<file path="src/rtl/te_params.svh">
// trace encoder parameters
// field widths of the retirement port and packets, branch map depth
// and the forced sync period
`ifndef TE_PARAMS_SVH
`define TE_PARAMS_SVH

// instruction address and exception cause
`define TE_IADDR_W 32
`define TE_CAUSE_W 5

// branch map depth and branch count width
`define TE_BMAP_W 31
`define TE_BCNT_W 5

// window steps between forced sync packets
`define TE_RESYNC_MAX 64

`endif

</file>
<file path="src/rtl/te_pkg.sv">
// trace encoder package
// packet format encodings, sync subformats, qualification status
// and the packet record handed out by the emitter
`include "te_params.svh"

package te_pkg;

    // packet format, two bits on the trace
    typedef enum logic [1:0] {
        F_OPT_EXT    = 2'h0,
        F_DIFF_DELTA = 2'h1,
        F_ADDR_ONLY  = 2'h2,
        F_SYNC       = 2'h3
    } te_format_e;

    // subformat of format 3
    typedef enum logic [1:0] {
        SF_START   = 2'h0,
        SF_TRAP    = 2'h1,
        SF_CONTEXT = 2'h2,
        SF_SUPPORT = 2'h3
    } te_sync_sf_e;

    // qualification status carried by support packets
    typedef enum logic [1:0] {
        NO_CHANGE  = 2'h0,
        ENDED_REP  = 2'h1,
        TRACE_LOST = 2'h2,
        ENDED_NTR  = 2'h3
    } te_qual_e;

    // one packet, 80 bits
    typedef struct packed {
        te_format_e             format;
        te_sync_sf_e            subformat;
        logic                   thaddr;
        te_qual_e               qual;
        logic [`TE_IADDR_W-1:0] addr;
        logic [`TE_CAUSE_W-1:0] cause;
        logic [`TE_BCNT_W-1:0]  bcount;
        logic [`TE_BMAP_W-1:0]  bmap;
    } te_packet_t;

endpackage

</file>
<file path="src/rtl/te_hist_if.sv">
// history window flags
// last, this and next cycle view of the retirement window,
// from the history pipe to the priority block
`timescale 1ns/1ps

interface te_hist_if;
    // tc holds an entry
    logic valid;
    // last cycle
    logic lc_exception;
    logic lc_updiscon;
    logic lc_final_qualified;
    // this cycle
    logic tc_qualified;
    logic tc_exception;
    logic tc_retired;
    logic tc_first_qualified;
    logic tc_privchange;
    logic tc_enc_enabled;
    logic tc_enc_disabled;
    // next cycle lookahead
    logic nc_exception;
    logic nc_privchange;
    logic nc_qualified;
    logic nc_retired;

    modport driver (
        output valid, lc_exception, lc_updiscon, lc_final_qualified,
        output tc_qualified, tc_exception, tc_retired, tc_first_qualified,
        output tc_privchange, tc_enc_enabled, tc_enc_disabled,
        output nc_exception, nc_privchange, nc_qualified, nc_retired
    );

    modport receiver (
        input valid, lc_exception, lc_updiscon, lc_final_qualified,
        input tc_qualified, tc_exception, tc_retired, tc_first_qualified,
        input tc_privchange, tc_enc_enabled, tc_enc_disabled,
        input nc_exception, nc_privchange, nc_qualified, nc_retired
    );
endinterface

</file>
<file path="src/rtl/te_branch_map.sv">
// branch map
// records the taken bit of every branch reaching tc, oldest in bit 0,
// and restarts when a packet consumes the map
`timescale 1ns/1ps
`include "te_params.svh"

module te_branch_map (
    input  logic                  clk_i,
    input  logic                  rst_ni,
    input  logic                  advance_i,
    input  logic                  ibranch_i,
    input  logic                  itaken_i,
    input  logic                  flush_i,
    output logic                  empty_o,
    output logic                  full_o,
    output logic [`TE_BCNT_W-1:0] count_o,
    output logic [`TE_BMAP_W-1:0] map_o
);

    localparam logic [`TE_BCNT_W-1:0] FULL_CNT = `TE_BMAP_W;

    // branch of the entry sitting in nc, recorded as it moves to tc
    logic                  stage_branch_q;
    logic                  stage_taken_q;
    logic [`TE_BCNT_W-1:0] count_q;
    logic [`TE_BMAP_W-1:0] map_q;

    always_ff @(posedge clk_i or negedge rst_ni) begin
        if (!rst_ni) begin
            stage_branch_q <= 1'b0;
            stage_taken_q  <= 1'b0;
            count_q        <= '0;
            map_q          <= '0;
        end else if (advance_i) begin
            stage_branch_q <= ibranch_i;
            stage_taken_q  <= itaken_i;
            if (flush_i) begin
                // old map leaves with the packet, arriving branch starts the next
                map_q   <= {{(`TE_BMAP_W-1){1'b0}}, stage_branch_q & stage_taken_q};
                count_q <= {{(`TE_BCNT_W-1){1'b0}}, stage_branch_q};
            end else if (stage_branch_q && !full_o) begin
                map_q[count_q] <= stage_taken_q;
                count_q        <= count_q + 1'b1;
            end
        end
    end

    assign empty_o = count_q == '0;
    assign full_o  = count_q == FULL_CNT;
    assign count_o = count_q;
    assign map_o   = map_q;

endmodule

</file>
<file path="src/rtl/te_hist_pipe.sv">
// retirement history window
// three entry shift register (nc, tc, lc) stepped on each accepted
// retirement or enable change; an enable edge alone enters as a bubble
`timescale 1ns/1ps
`include "te_params.svh"

module te_hist_pipe (
    input  logic                   clk_i,
    input  logic                   rst_ni,
    input  logic                   iretire_valid_i,
    input  logic                   stall_i,
    input  logic [`TE_IADDR_W-1:0] iaddr_i,
    input  logic                   iexception_i,
    input  logic                   iretired_i,
    input  logic                   iprivchange_i,
    input  logic                   iupdiscon_i,
    input  logic                   enc_enable_i,
    input  logic [`TE_CAUSE_W-1:0] icause_i,
    te_hist_if.driver              hist,
    output logic                   advance_o,
    output logic [`TE_IADDR_W-1:0] lc_addr_o,
    output logic [`TE_IADDR_W-1:0] tc_addr_o,
    output logic [`TE_CAUSE_W-1:0] lc_cause_o,
    output logic [`TE_CAUSE_W-1:0] tc_cause_o
);

    typedef struct packed {
        logic                   valid;
        logic                   qualified;
        logic                   exception;
        logic                   retired;
        logic                   privchange;
        logic                   updiscon;
        logic                   en_rise;
        logic                   en_fall;
        logic [`TE_IADDR_W-1:0] addr;
        logic [`TE_CAUSE_W-1:0] cause;
    } entry_t;

    entry_t nc_q;
    entry_t tc_q;
    entry_t lc_q;
    entry_t entry;
    logic   enable_q;
    logic   en_change;

    assign en_change = enc_enable_i ^ enable_q;
    // step on a retirement or an enable edge, held while the emitter stalls
    assign advance_o = ~stall_i & (iretire_valid_i | en_change);

    always_comb begin
        entry.valid      = 1'b1;
        // qualified only when enabled on both sides of the step
        entry.qualified  = iretire_valid_i & enc_enable_i & enable_q;
        entry.exception  = iretire_valid_i & iexception_i;
        entry.retired    = iretire_valid_i & iretired_i;
        entry.privchange = iretire_valid_i & iprivchange_i;
        entry.updiscon   = iretire_valid_i & iupdiscon_i;
        entry.en_rise    = enc_enable_i & ~enable_q;
        entry.en_fall    = ~enc_enable_i & enable_q;
        entry.addr       = iaddr_i;
        entry.cause      = icause_i;
    end

    always_ff @(posedge clk_i or negedge rst_ni) begin
        if (!rst_ni) begin
            nc_q     <= '0;
            tc_q     <= '0;
            lc_q     <= '0;
            enable_q <= 1'b0;
        end else if (advance_o) begin
            nc_q     <= entry;
            tc_q     <= nc_q;
            lc_q     <= tc_q;
            enable_q <= enc_enable_i;
        end
    end

    assign hist.valid              = tc_q.valid;
    assign hist.lc_exception       = lc_q.exception;
    assign hist.lc_updiscon        = lc_q.updiscon;
    // last qualified entry has just left tc
    assign hist.lc_final_qualified = lc_q.qualified & ~tc_q.qualified;
    assign hist.tc_qualified       = tc_q.qualified;
    assign hist.tc_exception       = tc_q.exception;
    assign hist.tc_retired         = tc_q.retired;
    assign hist.tc_first_qualified = tc_q.qualified & ~lc_q.qualified;
    assign hist.tc_privchange      = tc_q.privchange;
    assign hist.tc_enc_enabled     = tc_q.en_rise;
    assign hist.tc_enc_disabled    = tc_q.en_fall;
    assign hist.nc_exception       = nc_q.exception;
    assign hist.nc_privchange      = nc_q.privchange;
    assign hist.nc_qualified       = nc_q.qualified;
    assign hist.nc_retired         = nc_q.retired;

    // payload for the emitter
    assign lc_addr_o  = lc_q.addr;
    assign tc_addr_o  = tc_q.addr;
    assign lc_cause_o = lc_q.cause;
    assign tc_cause_o = tc_q.cause;

endmodule

</file>
<file path="src/rtl/te_packet_emitter.sv">
// packet emitter
// registers the requested packet with its payload on a window step
// and holds it on the output until the sink takes it
`timescale 1ns/1ps
`include "te_params.svh"

module te_packet_emitter (
    input  logic                   clk_i,
    input  logic                   rst_ni,
    input  logic                   req_valid_i,
    input  te_pkg::te_format_e     format_i,
    input  te_pkg::te_sync_sf_e    subformat_i,
    input  logic                   thaddr_i,
    input  logic                   lc_tc_mux_i,
    input  te_pkg::te_qual_e       qual_i,
    input  logic [`TE_IADDR_W-1:0] lc_addr_i,
    input  logic [`TE_IADDR_W-1:0] tc_addr_i,
    input  logic [`TE_CAUSE_W-1:0] lc_cause_i,
    input  logic [`TE_CAUSE_W-1:0] tc_cause_i,
    input  logic [`TE_BCNT_W-1:0]  bmap_count_i,
    input  logic [`TE_BMAP_W-1:0]  bmap_i,
    input  logic                   advance_i,
    output logic                   stall_o,
    output logic                   flush_o,
    output logic                   pkt_valid_o,
    input  logic                   pkt_ready_i,
    output te_pkg::te_packet_t     pkt_o
);
    import te_pkg::*;

    logic       capture;
    logic       is_diff;
    te_packet_t pkt_d;

    assign capture = advance_i & req_valid_i;
    assign is_diff = format_i == F_DIFF_DELTA;
    // new packet due while the held one is still waiting
    assign stall_o = req_valid_i & pkt_valid_o & ~pkt_ready_i;
    // every packet but support restarts the branch map
    assign flush_o = capture & ~(format_i == F_SYNC && subformat_i == SF_SUPPORT);

    always_comb begin
        pkt_d.format    = format_i;
        pkt_d.subformat = subformat_i;
        pkt_d.thaddr    = thaddr_i;
        pkt_d.qual      = qual_i;
        pkt_d.addr      = lc_tc_mux_i ? tc_addr_i : lc_addr_i;
        pkt_d.cause     = lc_tc_mux_i ? tc_cause_i : lc_cause_i;
        // branches only travel in diff packets
        pkt_d.bcount    = is_diff ? bmap_count_i : '0;
        pkt_d.bmap      = is_diff ? bmap_i : '0;
    end

    always_ff @(posedge clk_i or negedge rst_ni) begin
        if (!rst_ni) begin
            pkt_valid_o <= 1'b0;
        end else if (capture) begin
            pkt_valid_o <= 1'b1;
        end else if (pkt_ready_i) begin
            pkt_valid_o <= 1'b0;
        end
    end

    always_ff @(posedge clk_i) begin
        if (capture) begin
            pkt_o <= pkt_d;
        end
    end

endmodule

</file>
<file path="src/rtl/te_priority.sv">
// packet priority
// picks the packet format for the entry in tc from the window flags,
// branch map state and resync counter, in the E-trace decision order
`timescale 1ns/1ps

module te_priority (
    input  logic                clk_i,
    input  logic                rst_ni,
    input  logic                advance_i,
    te_hist_if.receiver         hist,
    input  logic                bmap_empty_i,
    input  logic                bmap_full_i,
    input  logic                resync_et_i,
    input  logic                resync_gt_i,
    output logic                valid_o,
    output te_pkg::te_format_e  format_o,
    output te_pkg::te_sync_sf_e subformat_o,
    output logic                thaddr_o,
    output logic                lc_tc_mux_o,
    output logic                resync_rst_o,
    output te_pkg::te_qual_e    qual_status_o
);
    import te_pkg::*;

    logic       tc_exc_only;
    logic       tc_resync_br;
    logic       tc_er_n;
    logic       tc_support;
    logic       nc_exc_only;
    logic       nc_priv_br;
    logic       reported_q;
    logic       reported_d;
    logic       reported_upd;
    logic       ended_ntr_q;
    logic       ended_ntr_d;
    logic       ended_rep_q;
    logic       ended_rep_d;
    te_format_e br_format;

    assign tc_exc_only  = hist.tc_exception & ~hist.tc_retired;
    assign tc_resync_br = resync_et_i & ~bmap_empty_i;
    assign tc_er_n      = hist.tc_exception & hist.tc_retired;
    assign tc_support   = hist.tc_enc_enabled | hist.tc_enc_disabled | hist.lc_final_qualified;
    assign nc_exc_only  = hist.nc_exception & ~hist.nc_retired;
    assign nc_priv_br   = hist.nc_privchange & ~bmap_empty_i;
    // diff when branches are pending, else address only
    assign br_format    = bmap_empty_i ? F_ADDR_ONLY : F_DIFF_DELTA;

    // reported changes on an early trap or on a start
    assign reported_upd = valid_o && format_o == F_SYNC &&
        ((subformat_o == SF_TRAP && !thaddr_o) || (subformat_o == SF_START && !tc_exc_only));

    // state moves with the window so a stalled decision stays put
    always_ff @(posedge clk_i or negedge rst_ni) begin
        if (!rst_ni) begin
            reported_q  <= 1'b0;
            ended_ntr_q <= 1'b0;
            ended_rep_q <= 1'b0;
        end else if (advance_i) begin
            if (reported_upd) begin
                reported_q <= reported_d;
            end
            ended_ntr_q <= ended_ntr_d;
            ended_rep_q <= ended_rep_d;
        end
    end

    always_comb begin
        valid_o       = 1'b0;
        format_o      = F_OPT_EXT;
        subformat_o   = SF_START;
        thaddr_o      = 1'b0;
        lc_tc_mux_o   = 1'b1;
        resync_rst_o  = 1'b0;
        qual_status_o = NO_CHANGE;
        reported_d    = 1'b0;
        ended_ntr_d   = 1'b0;
        ended_rep_d   = 1'b0;
        if (hist.valid && tc_support) begin
            // enable edge or end of qualification
            valid_o     = 1'b1;
            format_o    = F_SYNC;
            subformat_o = SF_SUPPORT;
            if (ended_ntr_q) begin
                qual_status_o = ENDED_NTR;
            end else if (ended_rep_q) begin
                qual_status_o = ENDED_REP;
            end
        end else if (hist.valid && hist.tc_qualified) begin
            valid_o = 1'b1;
            if (hist.lc_exception) begin
                format_o     = F_SYNC;
                resync_rst_o = 1'b1;
                if (tc_exc_only) begin
                    // handler traps at once, report lc cause now
                    subformat_o = SF_TRAP;
                    lc_tc_mux_o = 1'b0;
                    reported_d  = 1'b1;
                end else if (!reported_q) begin
                    subformat_o = SF_TRAP;
                    lc_tc_mux_o = 1'b0;
                    thaddr_o    = 1'b1;
                end
            end else if (hist.tc_first_qualified || hist.tc_privchange || resync_gt_i) begin
                format_o     = F_SYNC;
                resync_rst_o = 1'b1;
            end else if (hist.lc_updiscon) begin
                ended_ntr_d = 1'b1;
                if (tc_exc_only) begin
                    format_o     = F_SYNC;
                    subformat_o  = SF_TRAP;
                    resync_rst_o = 1'b1;
                end else begin
                    format_o = br_format;
                end
            end else if (tc_resync_br || tc_er_n || nc_exc_only || nc_priv_br ||
                         !hist.nc_qualified) begin
                // last qualified entry before tracing stops
                ended_rep_d = ~hist.nc_qualified;
                format_o    = br_format;
            end else if (bmap_full_i) begin
                format_o = F_DIFF_DELTA;
            end else begin
                valid_o = 1'b0;
            end
        end
    end

endmodule

</file>
<file path="src/rtl/te_resync_cnt.sv">
// resync counter
// counts window steps since the last sync packet, flags one step
// before the limit and at or past it
`timescale 1ns/1ps
`include "te_params.svh"

module te_resync_cnt (
    input  logic clk_i,
    input  logic rst_ni,
    input  logic advance_i,
    input  logic clear_i,
    output logic et_max_o,
    output logic gt_max_o
);

    localparam int CNT_W = $clog2(`TE_RESYNC_MAX) + 1;
    localparam logic [CNT_W-1:0] LIMIT = CNT_W'(`TE_RESYNC_MAX);

    logic [CNT_W-1:0] cnt_q;

    always_ff @(posedge clk_i or negedge rst_ni) begin
        if (!rst_ni) begin
            cnt_q <= '0;
        end else if (advance_i) begin
            if (clear_i) begin
                cnt_q <= '0;
            end else if (!gt_max_o) begin
                // stops at the limit until a sync clears it
                cnt_q <= cnt_q + 1'b1;
            end
        end
    end

    assign et_max_o = cnt_q == LIMIT - 1'b1;
    assign gt_max_o = cnt_q >= LIMIT;

endmodule

</file>
<file path="src/rtl/te_top.sv">
// instruction trace encoder
// one retired instruction per cycle in over valid/ready, E-trace
// style sync, diff and address packets out over valid/ready
`timescale 1ns/1ps
`include "te_params.svh"

module te_top (
    input  logic                   clk_i,
    input  logic                   rst_ni,
    input  logic                   enc_enable_i,
    input  logic                   iretire_valid_i,
    output logic                   iretire_ready_o,
    input  logic [`TE_IADDR_W-1:0] iaddr_i,
    input  logic                   iexception_i,
    input  logic [`TE_CAUSE_W-1:0] icause_i,
    input  logic                   iprivchange_i,
    input  logic                   iupdiscon_i,
    input  logic                   ibranch_i,
    input  logic                   itaken_i,
    output logic                   pkt_valid_o,
    input  logic                   pkt_ready_i,
    output te_pkg::te_format_e     pkt_format_o,
    output te_pkg::te_sync_sf_e    pkt_subformat_o,
    output logic                   pkt_thaddr_o,
    output te_pkg::te_qual_e       pkt_qual_o,
    output logic [`TE_IADDR_W-1:0] pkt_addr_o,
    output logic [`TE_CAUSE_W-1:0] pkt_cause_o,
    output logic [`TE_BCNT_W-1:0]  pkt_bcount_o,
    output logic [`TE_BMAP_W-1:0]  pkt_bmap_o
);
    import te_pkg::*;

    logic                   advance;
    logic                   stall;
    logic                   flush;
    logic                   bmap_empty;
    logic                   bmap_full;
    logic [`TE_BCNT_W-1:0]  bmap_count;
    logic [`TE_BMAP_W-1:0]  bmap;
    logic                   resync_et;
    logic                   resync_gt;
    logic                   resync_rst;
    logic                   req_valid;
    te_format_e             req_format;
    te_sync_sf_e            req_subformat;
    logic                   req_thaddr;
    logic                   req_lc_tc_mux;
    te_qual_e               req_qual;
    logic [`TE_IADDR_W-1:0] lc_addr;
    logic [`TE_IADDR_W-1:0] tc_addr;
    logic [`TE_CAUSE_W-1:0] lc_cause;
    logic [`TE_CAUSE_W-1:0] tc_cause;
    te_packet_t             pkt;

    te_hist_if hist ();

    assign iretire_ready_o = ~stall;

    // exceptions on this port never retire
    te_hist_pipe u_hist (
        .clk_i(clk_i), .rst_ni(rst_ni),
        .iretire_valid_i(iretire_valid_i), .stall_i(stall),
        .iaddr_i(iaddr_i), .iexception_i(iexception_i), .iretired_i(~iexception_i),
        .iprivchange_i(iprivchange_i), .iupdiscon_i(iupdiscon_i),
        .enc_enable_i(enc_enable_i), .icause_i(icause_i),
        .hist(hist), .advance_o(advance),
        .lc_addr_o(lc_addr), .tc_addr_o(tc_addr),
        .lc_cause_o(lc_cause), .tc_cause_o(tc_cause)
    );

    // bubble steps carry no branch
    te_branch_map u_bmap (
        .clk_i(clk_i), .rst_ni(rst_ni), .advance_i(advance),
        .ibranch_i(ibranch_i & iretire_valid_i), .itaken_i(itaken_i),
        .flush_i(flush), .empty_o(bmap_empty), .full_o(bmap_full),
        .count_o(bmap_count), .map_o(bmap)
    );

    te_resync_cnt u_resync (
        .clk_i(clk_i), .rst_ni(rst_ni), .advance_i(advance),
        .clear_i(resync_rst), .et_max_o(resync_et), .gt_max_o(resync_gt)
    );

    te_priority u_prio (
        .clk_i(clk_i), .rst_ni(rst_ni), .advance_i(advance), .hist(hist),
        .bmap_empty_i(bmap_empty), .bmap_full_i(bmap_full),
        .resync_et_i(resync_et), .resync_gt_i(resync_gt),
        .valid_o(req_valid), .format_o(req_format), .subformat_o(req_subformat),
        .thaddr_o(req_thaddr), .lc_tc_mux_o(req_lc_tc_mux),
        .resync_rst_o(resync_rst), .qual_status_o(req_qual)
    );

    te_packet_emitter u_emit (
        .clk_i(clk_i), .rst_ni(rst_ni),
        .req_valid_i(req_valid), .format_i(req_format), .subformat_i(req_subformat),
        .thaddr_i(req_thaddr), .lc_tc_mux_i(req_lc_tc_mux), .qual_i(req_qual),
        .lc_addr_i(lc_addr), .tc_addr_i(tc_addr),
        .lc_cause_i(lc_cause), .tc_cause_i(tc_cause),
        .bmap_count_i(bmap_count), .bmap_i(bmap), .advance_i(advance),
        .stall_o(stall), .flush_o(flush),
        .pkt_valid_o(pkt_valid_o), .pkt_ready_i(pkt_ready_i), .pkt_o(pkt)
    );

    // packet fields onto the plain output ports
    assign pkt_format_o    = pkt.format;
    assign pkt_subformat_o = pkt.subformat;
    assign pkt_thaddr_o    = pkt.thaddr;
    assign pkt_qual_o      = pkt.qual;
    assign pkt_addr_o      = pkt.addr;
    assign pkt_cause_o     = pkt.cause;
    assign pkt_bcount_o    = pkt.bcount;
    assign pkt_bmap_o      = pkt.bmap;

endmodule

</file>
<file path="config.mk">
export PLATFORM = sky130hd
export DESIGN_NAME = te_top
export DESIGN_NICKNAME = d
export VERILOG_FILES = /design/src/rtl/te_pkg.sv /design/src/rtl/te_hist_if.sv /design/src/rtl/te_branch_map.sv /design/src/rtl/te_hist_pipe.sv /design/src/rtl/te_packet_emitter.sv /design/src/rtl/te_priority.sv /design/src/rtl/te_resync_cnt.sv /design/src/rtl/te_top.sv
export VERILOG_INCLUDE_DIRS = /design/src /design/src/rtl
export SDC_FILE = /design/constraint.sdc
export NUM_CORES = 1
export LEC_CHECK = 0
export BUFFER_PORTS_ARGS = -buffer_cell sky130_fd_sc_hd__buf_2
export CORE_ASPECT_RATIO = 0.5
export CORE_UTILIZATION = 55
export CTS_CLUSTER_SIZE = 8
export DETAILED_ROUTE_END_ITERATION = 12
export HOLD_SLACK_MARGIN = 0.05
export PLACE_DENSITY = 0.76
export SLEW_MARGIN = 5
export SYNTH_ARGS = -nofsm -noshare
export SYNTH_HDL_FRONTEND = slang
export SYNTH_SLANG_ARGS = --single-unit
</file>
<file path="constraint.sdc">
create_clock -name clk_i -period 12.6 [get_ports clk_i]
set_input_delay 3.15 -clock clk_i [delete_from_list [all_inputs] [get_ports clk_i]]
set_output_delay 3.15 -clock clk_i [all_outputs]
set_load 0.01 [all_outputs]
</file>
**Yosys cells after proc, flatten, opt, wreduce, memory -nomap -nowiden**

Cells that the tools add are included.

- Equal/unequal tests: 7
- Magnitude comparators: 3
- Multiplexer cells: 69
- $add $sub $neg: 2
- Reduce and logical (&&, ||, !) cells: 27
- Bitwise operators: 38

Operator list:

| kind | number |
|---|---|
| 31-bit 2-to-1 mux | 2 |
| 1-bit 2-to-1 mux | 44 |
| 32-bit 2-to-1 mux | 1 |
| 31-bit bitwise mux | 1 |
| 2-bit 2-to-1 mux | 15 |
| 1-bit bitwise AND | 22 |
| 5-bit 2-to-1 mux | 3 |
| 7-bit 2-to-1 mux | 2 |
| 1-bit NOT | 12 |
| 1-bit logical AND | 9 |
| 7-bit by 1-bit adder with 7-bit output (second input constant) | 1 |
| 7-bit by 6-bit equality test with 1-bit output (second input constant) | 1 |
| 7-bit >= comparator (second input constant) | 1 |
| 1-bit logical OR | 7 |
| 5-bit by 6-bit less-than comparator with 1-bit output (second input constant) | 1 |
| 2-bit AND reduction | 3 |
| 5-bit by 1-bit adder with 5-bit output (second input constant) | 1 |
| 1-bit demux with 5-bit select | 1 |
| 5-bit equality test (second input constant) | 1 |
| 5-bit by 1-bit >= comparator with 1-bit output (second input constant) | 1 |
| 5-bit zero test | 1 |
| 2-bit by 1-bit equality test with 1-bit output (second input constant) | 2 |
| 2-bit equality test (second input constant) | 2 |
| 1-bit zero test | 4 |
| other kinds (5) | 8 |

- Register bits after elaboration: 260
- Output and inout bits: 82
- Logic and storage cells: 189
- Input port bits: 47

**Depth between registers and ports, before layout**

- Depth in word-level cells: 21
- Mapped depth: 11
- Gate-level depth less buffers: 8

**Modules after synthesis**

From an unflattened synthesis, not the netlist that was laid out.

- Cell total of the unflattened synthesis: 793
- Area, all modules: 11544.8 µm²

Modules (own cells, without submodules):

| module | area each (µm²) | times used | seq. area each (µm²) | cells an instance |
|---|---|---|---|---|
| te_hist_pipe | 5471.5 | 1 | 3278.1 | 360 |
| te_packet_emitter | 3314.4 | 1 | 2427.3 | 168 |
| te_branch_map | 1941.9 | 1 | 950.9 | 166 |
| te_resync_cnt | 467.9 | 1 | 175.2 | 49 |
| te_priority | 335.3 | 1 | 75.1 | 47 |
| te_top | 13.8 | 1 | 0.0 | 3 |

**Least setup slack after synthesis**

OpenSTA, ideal clock, no wires.

- Kind: input to register
- Start: input port enc_enable_i
- End: register u_emit.pkt_o[0] (netlist bit) (enable)
- Stages on the path: 8
- Data required time: 12.081 ns
- Setup time: 0.519 ns
- Arrival: 7.654 ns
- Path slack: 4.427 ns
- Buffers on the path: 2
- Cell sequence: inv_1 > ha_1 > nand2b_1 > o21ai_0 > or2_1 > buf_2 > buf_2 > nor2_1

- Cells in the longest elaborated chain, start to end: 4

Ends and longest elaborated chain:

| what | line | text |
|---|---|---|
| from (decl) | te_top.sv:10 | `input logic enc_enable_i,` |
| 1-bit XOR | te_hist_pipe.sv:47 | `assign en_change = enc_enable_i ^ enable_q;` |
| 1-bit bitwise OR | te_hist_pipe.sv:49 | `assign advance_o = ~stall_i & (iretire_valid_i \| en_change);` |
| 1-bit bitwise AND | te_hist_pipe.sv:49 |  |
| 1-bit bitwise AND | te_packet_emitter.sv:35 | `assign capture = advance_i & req_valid_i;` |
| via u_emit.capture | te_packet_emitter.sv:31 | `logic capture;` |
| to (signal assigned) | te_packet_emitter.sv:66 | `pkt_o <= pkt_d;` |
| to (decl) | te_packet_emitter.sv:27 | `output te_pkg::te_packet_t pkt_o` |

The timed path passes the listed nets, and every way through them passes these cells.
A chain may end at the register's enable or synchronous reset.

**Final worst setup path**

- Start: input port pkt_ready_i
- End: output port iretire_ready_o

- Cells in the longest elaborated chain, start to end: 3

Ends and longest elaborated chain:

| what | line | text |
|---|---|---|
| from (decl) | te_top.sv:21 | `input logic pkt_ready_i,` |
| 1-bit NOT | te_packet_emitter.sv:38 | `assign stall_o = req_valid_i & pkt_valid_o & ~pkt_ready_i;` |
| 1-bit bitwise AND | te_packet_emitter.sv:38 |  |
| 1-bit NOT | te_top.sv:57 | `assign iretire_ready_o = ~stall;` |
| to (decl) | te_top.sv:12 | `output logic iretire_ready_o,` |

Every way passes these cells.

==> flow_summary_export.csv <==
group,metric,value,unit
floorplan,dieArea,20200,sq um
logic_synthesis,async_flop_share,69.2,%
place,port_buffers,128,
global_route,grt_pass1_vias,7074,
place,dp.cells,1343,
cts,clk_latency,500,ps
setup_path,cp_data_arrival_time,3980,ps
floorplan,rows,35,
sta,setup_viol_count_final,0,
place,dp_hpwl,12.2,mm
logic_synthesis,synth_top_cell_by_area,"dfrtp_1",
logic_synthesis,syn_nets,1059,
cts,clk_path_buf_depth,3,
logic_synthesis,synthFlopType,"dfrtp_1",
sta,skew,14.6,ps
sta,hold_viol,0,
cts,numCtsBuffers,38,
power_and_ir_drop,power,3.52,mW
logic_synthesis,avgSynthCellArea,10.7,sq um
finish,diodes,0,
sta,slew-limit-headroom,26.7,%
global_route,grt_overflow,0,
global_route,grt_pass1_wl,35.1,mm
power_and_ir_drop,p_per_area,278,nW/um^2
global_route,track_usage,22.1,%
sta,rsz0062_at_grt,"false",
sta,max_freq,0.140,GHz
drt,drt-pass1-iter-count,5,
sta,period_share,56.6,%
floorplan,die_h,101,um
logic_synthesis,synth-seq-area-share,64.1,%
logic_synthesis,postSynthCellCount,1003,
logic_synthesis,ys_types,52,
power_and_ir_drop,leakagePower,6.23,nW
run_status,outcome,"finished clean",
cts,clock-sinks,260,
power_and_ir_drop,peakVddDrop,0.239,mV
finish,fillCellCount,1414,
setup_path,startpoint_type,"input pin",
cts,cts_htree_levels,2,
sta,worst_slew_pin_slew,1100,ps
drt,drcViolationCount,0,
cts,tritoncts,"done",
floorplan,core,18800,sq um
drt,drt_iter0_markers,420,
global_route,grt_max_degree,107,
setup_path,crit_path_max_fanout,6,
place,gp_congestion,0.821,
logic_synthesis,synth-seq-cells,260,
floorplan,die_width,200,um
logic_synthesis,syn_area,10800,sq um
logic_synthesis,synth-edff-count,80,
global_route,antenna_found_initial,0,
place,preCtsSetupSlack,5500,ps
cts,ctsHoldBuffers,0,
sta,drv_slew,0,
logic_synthesis,synth_top_area_share,41.8,%
finish,fin_nets,1180,
sta,setup_tns,0,ps
logic_synthesis,synth_warnings,0,
drt,viasPerCell,5.10,
sta,fin_ws,5470,ps
setup_path,cp.required,9450,ps
hold_path,hp-class,"reg -> reg",
drt,ant_nets,0,
setup_path,critPathKind,"in -> out",
cts,cts-root-buf,"clkbuf_16",
finish,stdcell_count,1411,
sta,hold-worst-slack,452,ps
cts,postCtsSetupRepairBufs,0,
drt,wl,21.2,mm
drt,vias,7193,
sta,finalCriticalPeriod,7130,ps
logic_synthesis,synthTopCellsByArea,"dfrtp_1 42%, edfxtp_1 22%, nand2_1 15%",
floorplan,pin_count,129,
drt,post_drt_wl_per_cell,15.0,um
run,maxCapViolations,0,
finish,drive_gt1_share,19.6,%
setup_path,crit_path_end_kind,"output port",
finish,synthToLayoutAreaGrowth,17.8,%
cts,cts_resized,0,
floorplan,start_util,57.4,%
cts,path_clk_slew,50,ps
## metrics by stage
step	utilization (%)	area [sq um]
global route	67.6	12700
finish	67.6	12700
global placement	61.6	11600
CTS	67.6	12700
detailed placement	61.6	11600
floorplan	-	10800
## synth_stat cells, drive strengths merged (12+ instances only)
library cell,n
nand2,427
dfrtp,180
edfxtp,80
and2,39
mux2,38
mux2i,33
buf,30
nand3,30
clkbuf,21
nor2,18
o21ai,14
inv,12
## report_power, final
part	internal, mW	switching, mW	total (mW)
Clock	0.595	0.346	0.941
Combinational	0.362	0.683	1.04
Sequential	1.33	0.206	1.54
Total	2.29	1.23	3.52
## critical path: stages
cell      delay [ps]
buf_2            110
nand2b_1         260
o21bai_1         280
buf_2            170
## cell families (layout without fill, tap and decap cells)
logic type                 count (synthesis)  count (layout)  synth area share (%)
muxes                                     71              71                  7.03
AOI/OAI and AO/OA                         51              51                  3.75
and+or+nand+nor                          547             547                  21.4
DFF                                      260             260                  64.1
adders and majority gates                  9               9                  1.04
buffers and inverters                     63             212                  2.54
xor gates and xnor gates                   2               2                 0.163
## cell usage in the layout, fill, tap and decap left out, drive strengths merged, types with 2 or more instances in the layout
cell / n
a21o: 2
a21oi: 5
a22o: 8
a31oi: 3
and2: 39
and3: 3
and3b: 2
buf: 132
clkbuf: 66
dfrtp: 180
edfxtp: 80
ha: 9
inv: 13
mux2: 38
mux2i: 33
nand2: 427
nand2b: 6
nand3: 30
nor2: 18
nor2b: 4
nor3: 6
nor3b: 5
o2111ai: 2
o21ai: 14
o31ai: 3
xnor2: 2
## per-layer routing
| layer | routed length, um | global-route usage (%) |
|---|---|---|
| met5 | 0 | 0 |
| met4 | 256 | 5.05 |
| met3 | 952 | 4.62 |
| met2 | 10200 | 35.3 |
| met1 | 9790 | 31.4 |
## sequential cells by signal, summed over array words and instances (netlist names), 5 cells and up
| name | count |
|---|---|
| u_hist.tc_addr_o | 32 |
| u_hist.tc_cause_o | 5 |
| u_resync.cnt_q | 7 |
| u_hist.lc_cause_o | 5 |
| u_hist.nc_q | 41 |
| u_bmap.map_o | 31 |
| u_bmap.count_o | 5 |
| u_emit.pkt_o | 80 |
| u_hist.lc_addr_o | 32 |
## worst paths after layout
kind	endpoint	slack [ps]	depth (start not counted)	startpoint
setup / recovery	iretire_ready_o	5470	4	pkt_ready_i
hold / removal	u_hist.tc_addr_o[19]	450	2	u_hist.nc_q[24]
setup reg to reg	u_resync.cnt_q[0]	8220	9	u_bmap.count_o[0]
hold reg to reg	u_hist.tc_addr_o[19]	450	2	u_hist.nc_q[24]
max in group asynchronous	u_hist.tc_addr_o[1]	8270	2	rst_ni
min in group asynchronous	u_bmap.count_o[4]	2790	1	rst_ni
## area by class of cell
class                           instances  area, sq um  share of cell area (%)
Clock buffer                           66         1080                    8.49
Inverter                               12         45.0                   0.355
Clock inverter                          2         38.8                   0.306
Sequential cell                       260         6910                    54.4
Timing Repair Buffer                  132          677                    5.33
Multi-Input combinational cell        680         3630                    28.6
Tap cell                              259          324                    2.55
(Power assumes the default switching activity.)
